===== config.mk =====
export PLATFORM = sky130hd
export DESIGN_NAME = lc_unit_top
export DESIGN_NICKNAME = d
export VERILOG_FILES = /design/src/lc_pkg.sv /design/src/uinst_pkg.sv /design/src/lc_control.sv /design/src/lc_register.sv /design/src/lc_unit_top.sv /design/src/macro_fetch.sv /design/src/uinst_decode.sv
export SDC_FILE = /design/constraint.sdc
export NUM_CORES = 1
export LEC_CHECK = 0
export BUFFER_PORTS_ARGS = -buffer_cell sky130_fd_sc_hd__buf_2
export CELL_PAD_IN_SITES_DETAIL_PLACEMENT = 2
export CELL_PAD_IN_SITES_GLOBAL_PLACEMENT = 2
export CORE_AREA = 2 2 121 123
export DETAILED_ROUTE_END_ITERATION = 16
export DIE_AREA = 0 0 123 125
export PLACE_DENSITY = 0.85
export SYNTH_ARGS = -nofsm -noshare
export SYNTH_HDL_FRONTEND = slang
export SYNTH_SLANG_ARGS = --single-unit

===== constraint.sdc =====
create_clock -name clk -period 4.1 [get_ports clk]
set_input_delay 0.41 -clock clk [delete_from_list [all_inputs] [get_ports clk]]
set_output_delay 0.41 -clock clk [all_outputs]
set_load 0.005 [all_outputs]

===== src/lc_pkg.sv =====
////////////////////////////////////////////////////////////////////////////
// Location counter package
// Widths and value types for LC, the micro stack word and LC control
////////////////////////////////////////////////////////////////////////////

package lc_pkg;

   // Location counter in bytes, word address drops the byte lanes
   localparam int LC_WIDTH   = 26;
   localparam int ADDR_WIDTH = LC_WIDTH - 2;

   localparam int SPC_WIDTH  = 19;
   localparam int WORD_WIDTH = 32;
   localparam int HALF_WIDTH = 16;

   // Micro stack word bit positions
   localparam int SPC_RET_BIT  = 14;
   localparam int SPC_WSEL_BIT = 1;

   typedef logic [LC_WIDTH-1:0]   lc_t;
   typedef logic [SPC_WIDTH-1:0]  spc_t;
   typedef logic [WORD_WIDTH-1:0] word_t;
   typedef logic [HALF_WIDTH-1:0] half_t;

   // LC control outputs
   typedef struct packed {
      logic ifetch;
      logic lc0b;
      logic lcinc;
      logic needfetch;
      logic sh3;
      logic sh4;
      logic sintr;
      logic spc1a;
   } lcc_out_t;

endpackage


===== src/uinst_pkg.sv =====
////////////////////////////////////////////////////////////////////////////
// Microinstruction package
// Opcode encoding, microinstruction fields and the decoded control word
////////////////////////////////////////////////////////////////////////////

package uinst_pkg;

   localparam int UOP_WIDTH = 3;

   typedef enum logic [UOP_WIDTH-1:0] {
      UOP_NOP      = 3'd0,
      UOP_LOAD_LC  = 3'd1,
      UOP_DISPATCH = 3'd2,
      UOP_POPJ     = 3'd3,
      UOP_POPJ_SRC = 3'd4,
      UOP_SET_BYTE = 3'd5,
      UOP_SET_HALF = 3'd6
   } uop_e;

   // Incoming microinstruction
   typedef struct packed {
      uop_e op;
      logic ir24;    // dispatch advances LC
      logic ir3;     // low rotate bit
      logic ir4;     // high rotate bit
      logic mrot;    // ir10 and ir11 both set
      logic rsvd;    // reserved, ignored by decode
   } uinst_t;

   // Decoded strobes for LC control and the LC register
   typedef struct packed {
      logic destlc;
      logic irdisp;
      logic ir24;
      logic spop;
      logic srcspcpopreal;
      logic ir3;
      logic ir4;
      logic mrot;
      logic lc_byte_mode;
   } uctl_t;

endpackage

===== src/lc_control.sv =====
////////////////////////////////////////////////////////////////////////////
// LC control
// Fetch-need, increment, interrupt sample and shifter select terms
////////////////////////////////////////////////////////////////////////////

`timescale 1ns/1ps
`default_nettype none

module lc_control (
   input  wire logic              clk,
   input  wire logic              reset,
   input  wire logic              state_fetch,
   input  wire uinst_pkg::uctl_t  ctl,
   input  wire lc_pkg::lc_t       lc,
   input  wire lc_pkg::spc_t      spc,
   input  wire logic              ext_int,
   input  wire logic              bus_int,
   output lc_pkg::lcc_out_t       lcc
);

   logic newlc;
   logic next_instrd;
   logic sintr;

   logic lc0b;
   logic lcinc;
   logic needfetch;
   logic ifetch;
   logic have_wrong_word;
   logic last_byte_in_word;
   logic next_instr;
   logic newlc_in;
   logic inst_in_left_half;
   logic inst_in_2nd_or_4th_quarter;

   ////////////////////////////////////////////////////////////////////////////
   // Fetch and increment
   ////////////////////////////////////////////////////////////////////////////

   assign lc0b = lc[0] & ctl.lc_byte_mode;

   // Plain return to the next macroinstruction, not a source pop
   assign next_instr = ctl.spop & ~ctl.srcspcpopreal & spc[lc_pkg::SPC_RET_BIT];

   assign have_wrong_word   = newlc | ctl.destlc;
   assign last_byte_in_word = ~lc[1] & ~lc0b;
   assign needfetch         = have_wrong_word | last_byte_in_word;

   assign lcinc  = next_instrd | (ctl.irdisp & ctl.ir24);
   assign ifetch = needfetch & lcinc;

   // Wrong word stays pending until an increment fetches it
   assign newlc_in = have_wrong_word & ~lcinc;

   always_ff @(posedge clk) begin
      if (reset) begin
         newlc       <= 1'b0;
         next_instrd <= 1'b0;
         sintr       <= 1'b0;
      end else if (state_fetch) begin
         newlc       <= newlc_in;
         next_instrd <= next_instr;
         sintr       <= ext_int | bus_int;
      end
   end

   ////////////////////////////////////////////////////////////////////////////
   // Rotate adjust
   ////////////////////////////////////////////////////////////////////////////

   assign inst_in_left_half          = ~(lc[1] ^ lc0b) & ctl.mrot;
   assign inst_in_2nd_or_4th_quarter = ~lc[0] & ctl.mrot & ctl.lc_byte_mode;

   always_comb begin
      lcc           = '0;
      lcc.ifetch    = ifetch;
      lcc.lc0b      = lc0b;
      lcc.lcinc     = lcinc;
      lcc.needfetch = needfetch;
      lcc.sh3       = ctl.ir3 ^ inst_in_2nd_or_4th_quarter;
      lcc.sh4       = ctl.ir4 ^ inst_in_left_half;
      lcc.sintr     = sintr;
      // Force word select on a return while the word is already here
      lcc.spc1a     = (spc[lc_pkg::SPC_RET_BIT] & ~needfetch) |
                      spc[lc_pkg::SPC_WSEL_BIT];
   end

endmodule

`default_nettype wire


===== src/lc_register.sv =====
////////////////////////////////////////////////////////////////////////////
// Location counter register
// Load from the bus or step by a byte or a halfword on fetch cycles
////////////////////////////////////////////////////////////////////////////

`timescale 1ns/1ps
`default_nettype none

module lc_register (
   input  wire logic              clk,
   input  wire logic              reset,
   input  wire logic              state_fetch,
   input  wire uinst_pkg::uctl_t  ctl,
   input  wire lc_pkg::lcc_out_t  lcc,
   input  wire lc_pkg::lc_t       bus,
   output lc_pkg::lc_t            lc
);

   lc_pkg::lc_t lc_q;
   lc_pkg::lc_t step;
   lc_pkg::lc_t lc_next;

   // One byte or one halfword per macroinstruction
   assign step = ctl.lc_byte_mode ? lc_pkg::lc_t'(1) : lc_pkg::lc_t'(2);

   always_comb begin
      lc_next = lc_q;
      if (ctl.destlc) begin
         lc_next = bus;
      end else if (lcc.lcinc) begin
         lc_next = lc_q + step;
      end
   end

   always_ff @(posedge clk) begin
      if (reset) begin
         lc_q <= '0;
      end else if (state_fetch) begin
         lc_q <= lc_next;
      end
   end

   assign lc = lc_q;

endmodule

`default_nettype wire


===== src/lc_unit_top.sv =====
////////////////////////////////////////////////////////////////////////////
// Location counter unit
// Decode, LC control, LC register and macroinstruction fetch buffer
////////////////////////////////////////////////////////////////////////////

`timescale 1ns/1ps
`default_nettype none

module lc_unit_top (
   input  wire logic                         clk,
   input  wire logic                         reset,
   input  wire logic                         state_fetch,
   input  wire uinst_pkg::uinst_t            uinst,
   input  wire lc_pkg::lc_t                  bus,
   input  wire lc_pkg::spc_t                 spc,
   input  wire logic                         ext_int,
   input  wire logic                         bus_int,
   input  wire lc_pkg::word_t                mem_word,
   output lc_pkg::lc_t                       lc,
   output lc_pkg::lcc_out_t                  ctl_out,
   output logic [lc_pkg::ADDR_WIDTH-1:0]     mem_addr,
   output lc_pkg::half_t                     minst
);

   uinst_pkg::uctl_t ctl;
   lc_pkg::lcc_out_t lcc;

   uinst_decode u_decode (
      .clk   (clk),
      .reset (reset),
      .uinst (uinst),
      .ctl   (ctl)
   );

   lc_control u_control (
      .clk         (clk),
      .reset       (reset),
      .state_fetch (state_fetch),
      .ctl         (ctl),
      .lc          (lc),
      .spc         (spc),
      .ext_int     (ext_int),
      .bus_int     (bus_int),
      .lcc         (lcc)
   );

   lc_register u_register (
      .clk         (clk),
      .reset       (reset),
      .state_fetch (state_fetch),
      .ctl         (ctl),
      .lcc         (lcc),
      .bus         (bus),
      .lc          (lc)
   );

   macro_fetch u_fetch (
      .clk         (clk),
      .reset       (reset),
      .state_fetch (state_fetch),
      .lcc         (lcc),
      .lc          (lc),
      .mem_word    (mem_word),
      .mem_addr    (mem_addr),
      .minst       (minst)
   );

   assign ctl_out = lcc;

endmodule

`default_nettype wire


===== src/macro_fetch.sv =====
////////////////////////////////////////////////////////////////////////////
// Macroinstruction fetch buffer
// Holds the fetched word, picks the halfword at LC, drives the word address
////////////////////////////////////////////////////////////////////////////

`timescale 1ns/1ps
`default_nettype none

module macro_fetch (
   input  wire logic                         clk,
   input  wire logic                         reset,
   input  wire logic                         state_fetch,
   input  wire lc_pkg::lcc_out_t             lcc,
   input  wire lc_pkg::lc_t                  lc,
   input  wire lc_pkg::word_t                mem_word,
   output logic [lc_pkg::ADDR_WIDTH-1:0]     mem_addr,
   output lc_pkg::half_t                     minst
);

   lc_pkg::word_t word_q;

   // Word address of the current LC
   assign mem_addr = lc[lc_pkg::LC_WIDTH-1:2];

   // Memory returns the word for mem_addr in the same cycle
   always_ff @(posedge clk) begin
      if (reset) begin
         word_q <= '0;
      end else if (state_fetch && lcc.ifetch) begin
         word_q <= mem_word;
      end
   end

   // LC bit 1 picks the upper halfword
   always_comb begin
      if (lc[1]) begin
         minst = word_q[lc_pkg::WORD_WIDTH-1:lc_pkg::HALF_WIDTH];
      end else begin
         minst = word_q[lc_pkg::HALF_WIDTH-1:0];
      end
   end

endmodule

`default_nettype wire


===== src/uinst_decode.sv =====
////////////////////////////////////////////////////////////////////////////
// Microinstruction decode
// Registers the opcode strobes and keeps the byte or halfword mode bit
////////////////////////////////////////////////////////////////////////////

`timescale 1ns/1ps
`default_nettype none

module uinst_decode (
   input  wire logic              clk,
   input  wire logic              reset,
   input  wire uinst_pkg::uinst_t uinst,
   output uinst_pkg::uctl_t       ctl
);

   uinst_pkg::uctl_t dec;
   uinst_pkg::uctl_t ctl_q;
   logic             byte_mode_next;

   // Mode bit only moves on the two set opcodes
   always_comb begin
      case (uinst.op)
         uinst_pkg::UOP_SET_BYTE: byte_mode_next = 1'b1;
         uinst_pkg::UOP_SET_HALF: byte_mode_next = 1'b0;
         default:                 byte_mode_next = ctl_q.lc_byte_mode;
      endcase
   end

   always_comb begin
      dec               = '0;
      dec.destlc        = (uinst.op == uinst_pkg::UOP_LOAD_LC);
      dec.irdisp        = (uinst.op == uinst_pkg::UOP_DISPATCH);
      dec.spop          = (uinst.op == uinst_pkg::UOP_POPJ) ||
                          (uinst.op == uinst_pkg::UOP_POPJ_SRC);
      dec.srcspcpopreal = (uinst.op == uinst_pkg::UOP_POPJ_SRC);
      // Field bits pass straight into the control word
      dec.ir24          = uinst.ir24;
      dec.ir3           = uinst.ir3;
      dec.ir4           = uinst.ir4;
      dec.mrot          = uinst.mrot;
      dec.lc_byte_mode  = byte_mode_next;
   end

   // Decode register, loads every cycle
   always_ff @(posedge clk) begin
      if (reset) begin
         ctl_q <= '0;
      end else begin
         ctl_q <= dec;
      end
   end

   assign ctl = ctl_q;

endmodule

`default_nettype wire


* Yosys cells after proc, flatten, opt, wreduce, memory -nomap -nowiden
Cells that the tools add are included.
Storage, ports and cells: bits in writable memories 0, bits in read-only memories 0, memories kept 0, input bits 90, flip-flop bits (word level) 70, output and inout port bits 74, latch bits 0
Operators by class: multipliers 0, reductions and logical operators 5, divide/modulo/power cells 0, equal/unequal tests 6, add/sub/neg operators 1, shift operators 0, bitwise logic cells 26, mux-type cells 5, magnitude comparators 0
Operator list (number):
- $mux W26 | 2
- $add A26 B26 Y26 | 1
- $mux W16 | 1
- $and A1 B1 Y1 | 11
- $eq A3 B3 Y1 const B | 3
- $not A1 Y1 | 7
- $eq A3 B2 Y1 const B | 2
- $or A1 B1 Y1 | 5
- $reduce_bool A2 Y1 | 2
- $eq A3 B1 Y1 const B | 1
- $xor A1 B1 Y1 | 3
- $mux W2 | 1
- $pmux W1 S2 | 1
- $reduce_and A2 Y1 | 1
- $logic_and A1 B1 Y1 | 1
- $logic_or A1 B1 Y1 | 1

* Longest topological paths before layout
word-level depth 7, depth in mapped cells 10, depth with buffers taken out 8

* Hierarchy
From an unflattened synthesis, not the netlist that was laid out.
Unflattened totals: cells, all modules 472, area, all modules 4235.3 µm²
By module, submodules not included:
- macro_fetch | area an instance 1936.9 µm², times used 1, seq. area each 640.6 µm², cells an instance 187
- lc_register | area an instance 1773.0 µm², times used 1, seq. area each 520.5 µm², cells an instance 232
- uinst_decode | area an instance 286.5 µm², times used 1, seq. area each 180.2 µm², cells an instance 24
- lc_control | area an instance 239.0 µm², times used 1, seq. area each 60.1 µm², cells an instance 29

* Least setup slack after synthesis
No wires, ideal clock.
path type reg-to-reg, start point reg u_register.lc_q[1], in the netlist u_register.lc[1], end point reg u_fetch.word_q[27], stages on the path, launching flop included 11, path slack 1721 ps, period minus slack after synthesis 2379 ps, library setup time 70 ps, arrival 2309 ps, data required time 4030 ps, path through dfxtp_1 > clkbuf_1 > buf_1 > inv_1 > ha_1 > nor3_1 > inv_1 > nand3_1 > clkbuf_1 > nand2_1 > a21oi_1
Between the ends: word-level cells in the longest chain between the ends 5
RTL lines:
- from (decl) | RTL line lc_register.sv:19 | lc_pkg::lc_t lc_q;
- from (signal assigned) | RTL line lc_register.sv:39 | lc_q <= lc_next;
- $not A1 Y1 | RTL line lc_control.sv:46 | assign last_byte_in_word = ~lc[1] & ~lc0b;
- $and A1 B1 Y1 | RTL line lc_control.sv:46
- $or A1 B1 Y1 | RTL line lc_control.sv:47 | assign needfetch = have_wrong_word | last_byte_in_word;
- via u_control.needfetch | RTL line lc_control.sv:27 | logic needfetch;
- $and A1 B1 Y1 | RTL line lc_control.sv:50 | assign ifetch = needfetch & lcinc;
- $logic_and A1 B1 Y1 | RTL line macro_fetch.sv:29 | end else if (state_fetch && lcc.ifetch) begin
- to (signal assigned) | RTL line macro_fetch.sv:30 | word_q <= mem_word;
- to (decl) | RTL line macro_fetch.sv:20 | lc_pkg::word_t word_q;
The timed path passes the listed nets, and every way through them passes these cells. A chain may end at the register's enable or synchronous reset.

* Worst setup path after layout
start point reg u_decode.ctl_q (netlist bit u_decode.ctl[0]), end point reg u_register.lc_q[18], in the netlist u_register.lc[18]
Between the ends: word-level cells in the longest chain between the ends 4
RTL lines:
- from (decl) | RTL line uinst_decode.sv:17 | uinst_pkg::uctl_t ctl_q;
- from (signal assigned) | RTL line uinst_decode.sv:47 | ctl_q <= '0;
- from (signal assigned) | RTL line uinst_decode.sv:49 | ctl_q <= dec;
- $mux W2 | RTL line lc_register.sv:24 | assign step = ctl.lc_byte_mode ? lc_pkg::lc_t'(1) : lc_pkg::lc_t'(2);
- $add A26 B26 Y26 | RTL line lc_register.sv:31 | lc_next = lc_q + step;
- $mux W26 | RTL line lc_register.sv:30 | end else if (lcc.lcinc) begin
- $mux W26 | RTL line lc_register.sv:28 | if (ctl.destlc) begin
Every way passes these cells. The select of a mux whose other input is x is not followed.

==> metrics.csv <==
stage,metric,value,unit
run_status,status,completed,
cells_and_area,areaGrowthSynthToFinish,23.91,%
clock_network,post_cts_resized,0,
yosys,ys_ff_latch,70,
sta,worst_slew_pin_slew,778.7,ps
route,dr.max_layer_used,met5,
clock_network,cts_setup_buffers,0,
yosys,synth_edf_count,0,
grt,grt_max_degree,51,
critical_path,crit_required,4310,ps
route,ant_nets,0,
route,avgViaCountPerCell,5.257,
route,finalWirelength,14.10,mm
route,first_pass_iters,4,
yosys,ys.flop_type,dfxtp_1,
sta,finalCritPeriodShare,60.02,%
clock_network,cts_tree,built,
cells_and_area,final_nets,674,
critical_path,critPathMaxFanout,6,
floorplan,die_h,125,um
floorplan,core,14200,um^2
sta,relSlewSlack,48.09,%
critical_path,cp.arrival,2670,ps
grt,grt_pass1_wl,22.56,mm
route,met1_length,5.763,mm
sta,rsz0062_at_grt,no,
cells_and_area,antenna_cells,0,
yosys,yosysTopAreaCellShare,36.39,%
route,wl_met3,1.075,mm
yosys,synth_area_per_cell,8.040,um^2
yosys,async_flop_share,0,%
sta,finClkSkew,8.132,ps
grt,grt_antenna_before_repair,1,
clock_network,cts.sinks,70,
sta,fin_crit,2461,ps
power_and_ir_drop,powerDensity,343.7,nW/um^2
yosys,synth_cell_type_count,53,
power_and_ir_drop,power,1.640,mW
clock_network,htreeDepth,3,
yosys,synth_most_common_cell,nand2_1,
sta,tns,0,ps
placement,placed_cell_area,4503,um^2
power_and_ir_drop,max-vdd-ir-drop,0.0001827,V
critical_path,r2r_slack,1640,ps
floorplan,num_rows,44,
worst_hold_path,worstHoldStart,uinst[6],
floorplan,initial_core_util,27.11,%
critical_path,reg2reg_depth,6,
yosys,synth.top_cells.by_count,"nand2_1 (85), dfxtp_1 (70), a21oi_1 (51)",
route,drtIter0Drc,170,
critical_path,cp_slowest_cell,or4_1,
run,drv_cap,0,
placement,dpl.hpwl,10.09,mm
placement,port_buffers,145,
critical_path,crit_chain,ha_1 -> fa_1 -> nand4_1 -> nor4_4 -> nor2_1 -> or4_1,
floorplan,die_w,123,um
sta,fin_ws,1639,ps
sta,finalSetupViolCount,0,
clock_network,cts_hold_buf,0,
power_and_ir_drop,p_leak,2.043,nW
critical_path,slowest_delay,480,ps
floorplan,io_pins,164,
critical_path,r2r_end,u_register.lc[18],
placement,place_congestion,0.8193,
sta,fmax,406.3,MHz
placement,pre_cts_ws,1550,ps
yosys,synthCells,479,
critical_path,rr_startpoint,u_decode.ctl[0],
yosys,synth.area.top_cells,"dfxtp_1 (36%), nand2_1 (8.3%), a21oi_1 (6.6%)",
critical_path,cp-end-kind,register,
route,drc_errors,0,
yosys,ys_warn_count,0,
yosys,synth_largest_area_cell,dfxtp_1,
clock_network,clk_pin_slew_worst_paths,60,ps
critical_path,start_kind,register,
yosys,synth_area,3851,um^2
route,wl_per_cell,18.35,um
cells_and_area,fin_area,4772,um^2
route,wl_met2,7.115,mm
worst_hold_path,hold_class,primary input to register,
floorplan,dieArea,15380,um^2
grt,grt_util_all_layers,18.71,%
route,vias,4037,
sta,hold_viol,0,
clock_network,clkLatencyLatePin,340,ps
yosys,synth_nets,573,
grt,overflow,0,
worst_hold_path,min_path_cells,2,
yosys,seq_area_frac_synth,36.39,%
worst_hold_path,hold_end,u_decode.ctl[8],
critical_path,worstSetupPathType,register to register,
cells_and_area,final_util,33.60,%
clock_network,cts-root-buf,clkbuf_16,
cells_and_area,final_layout_size_suffix_gt1_share,33.39,%
sta,drv_slew,0,
clock_network,clock_path_buffers,2,
grt,grt_pass1_vias,4385,
clock_network,cts_buffers,9,
## logic make-up (layout without fill, tap and decap cells)
group	count (synthesis)	in the layout	synth area share, %
compound gates	120	120	19.79
mux	20	20	5.718
buf+inv	71	176	10.27
simple gates	192	192	25.89
fa+ha+maj	4	4	1.495
flops	70	70	36.39
xor+xnor	2	2	0.4549
## cell type report
type	instances	area (um^2)
multi-input cells	338	2059
clock inverters	1	5.005
well taps	184	230.2
repair buffers	152	778.2
flip-flops and latches	70	1401
inverters	9	33.78
clock buffers	14	264.0
fillers	1674	9432
## power breakdown
part | total [mW] | internal (mW) | leakage (nW) | switching (mW)
clock network | 0.730 | 0.439 | 0.133 | 0.291
registers | 0.733 | 0.703 | 0.568 | 0.0305
logic | 0.176 | 0.0828 | 1.34 | 0.0936
## flip-flops by register name, indices dropped and copies added, names as in the netlist
name and cells:
u_control.newlc 1, u_register.lc 26, u_control.sintr 1, u_fetch.word_q 32, u_control.next_instrd 1, u_decode.ctl 9
## worst max-delay path: cells and delay by family, from the launching register on
family	cells	cell delay [ps]
AND/OR/NAND/NOR	4	1240
adder cells (fa/ha/maj)	2	670
flip-flops	1	420
## worst max path at each step
stage | from | end | slack, ps
6_report | u_decode.ctl[0] | u_register.lc[18] | 1640
5_1_grt | u_decode.ctl[0] | u_register.lc[18] | 1410
4_1_cts | u_decode.ctl[0] | u_register.lc[18] | 1530
3_5_place_dp | u_decode.ctl[0] | u_register.lc[18] | 1550
3_3_place_gp | u_decode.ctl[0] | u_register.lc[18] | 1640
2_1_floorplan | u_register.lc[1] | u_fetch.word_q[27] | 1720
## routing by layer
| layer | global-route usage, % | vias to the layer above |
|---|---|---|
| met1 | 21.07 | 1999 |
| li1 | - | 1895 |
| met3 | 6.204 | 14 |
| met4 | 6.083 | 2 |
| met2 | 32.86 | 127 |
| met5 | 0 | - |
## cell usage in the layout (no fill, tap or decap), types with 6 or more instances in the layout
cell / netlist / final
a211oi_1: 8 / 8
a21oi_1: 51 / 51
a31o_2: 6 / 6
a31oi_1: 10 / 10
and3_1: 10 / 10
and4_1: 8 / 8
buf_2: 10 / 145
buf_4: 31 / 7
clkbuf_16: 0 / 9
dfxtp_1: 70 / 70
inv_1: 9 / 9
mux2_2: 16 / 16
nand2_1: 85 / 85
nand3_1: 16 / 16
nand4_1: 12 / 12
nor2_1: 19 / 19
nor2b_1: 6 / 6
nor3_1: 9 / 8
o21ai_0: 14 / 14
## per-stage QoR
stage / hold slack [ps] / cells
final: 285.6 / 768
after global routing: 289.0 / 768
after CTS: 274.8 / 768
after detailed placement: 453.5 / 753
after global placement: 439.5 / 753
after floorplan: 432.9 / 479
Note: power is estimated with default switching activity, not from simulation.
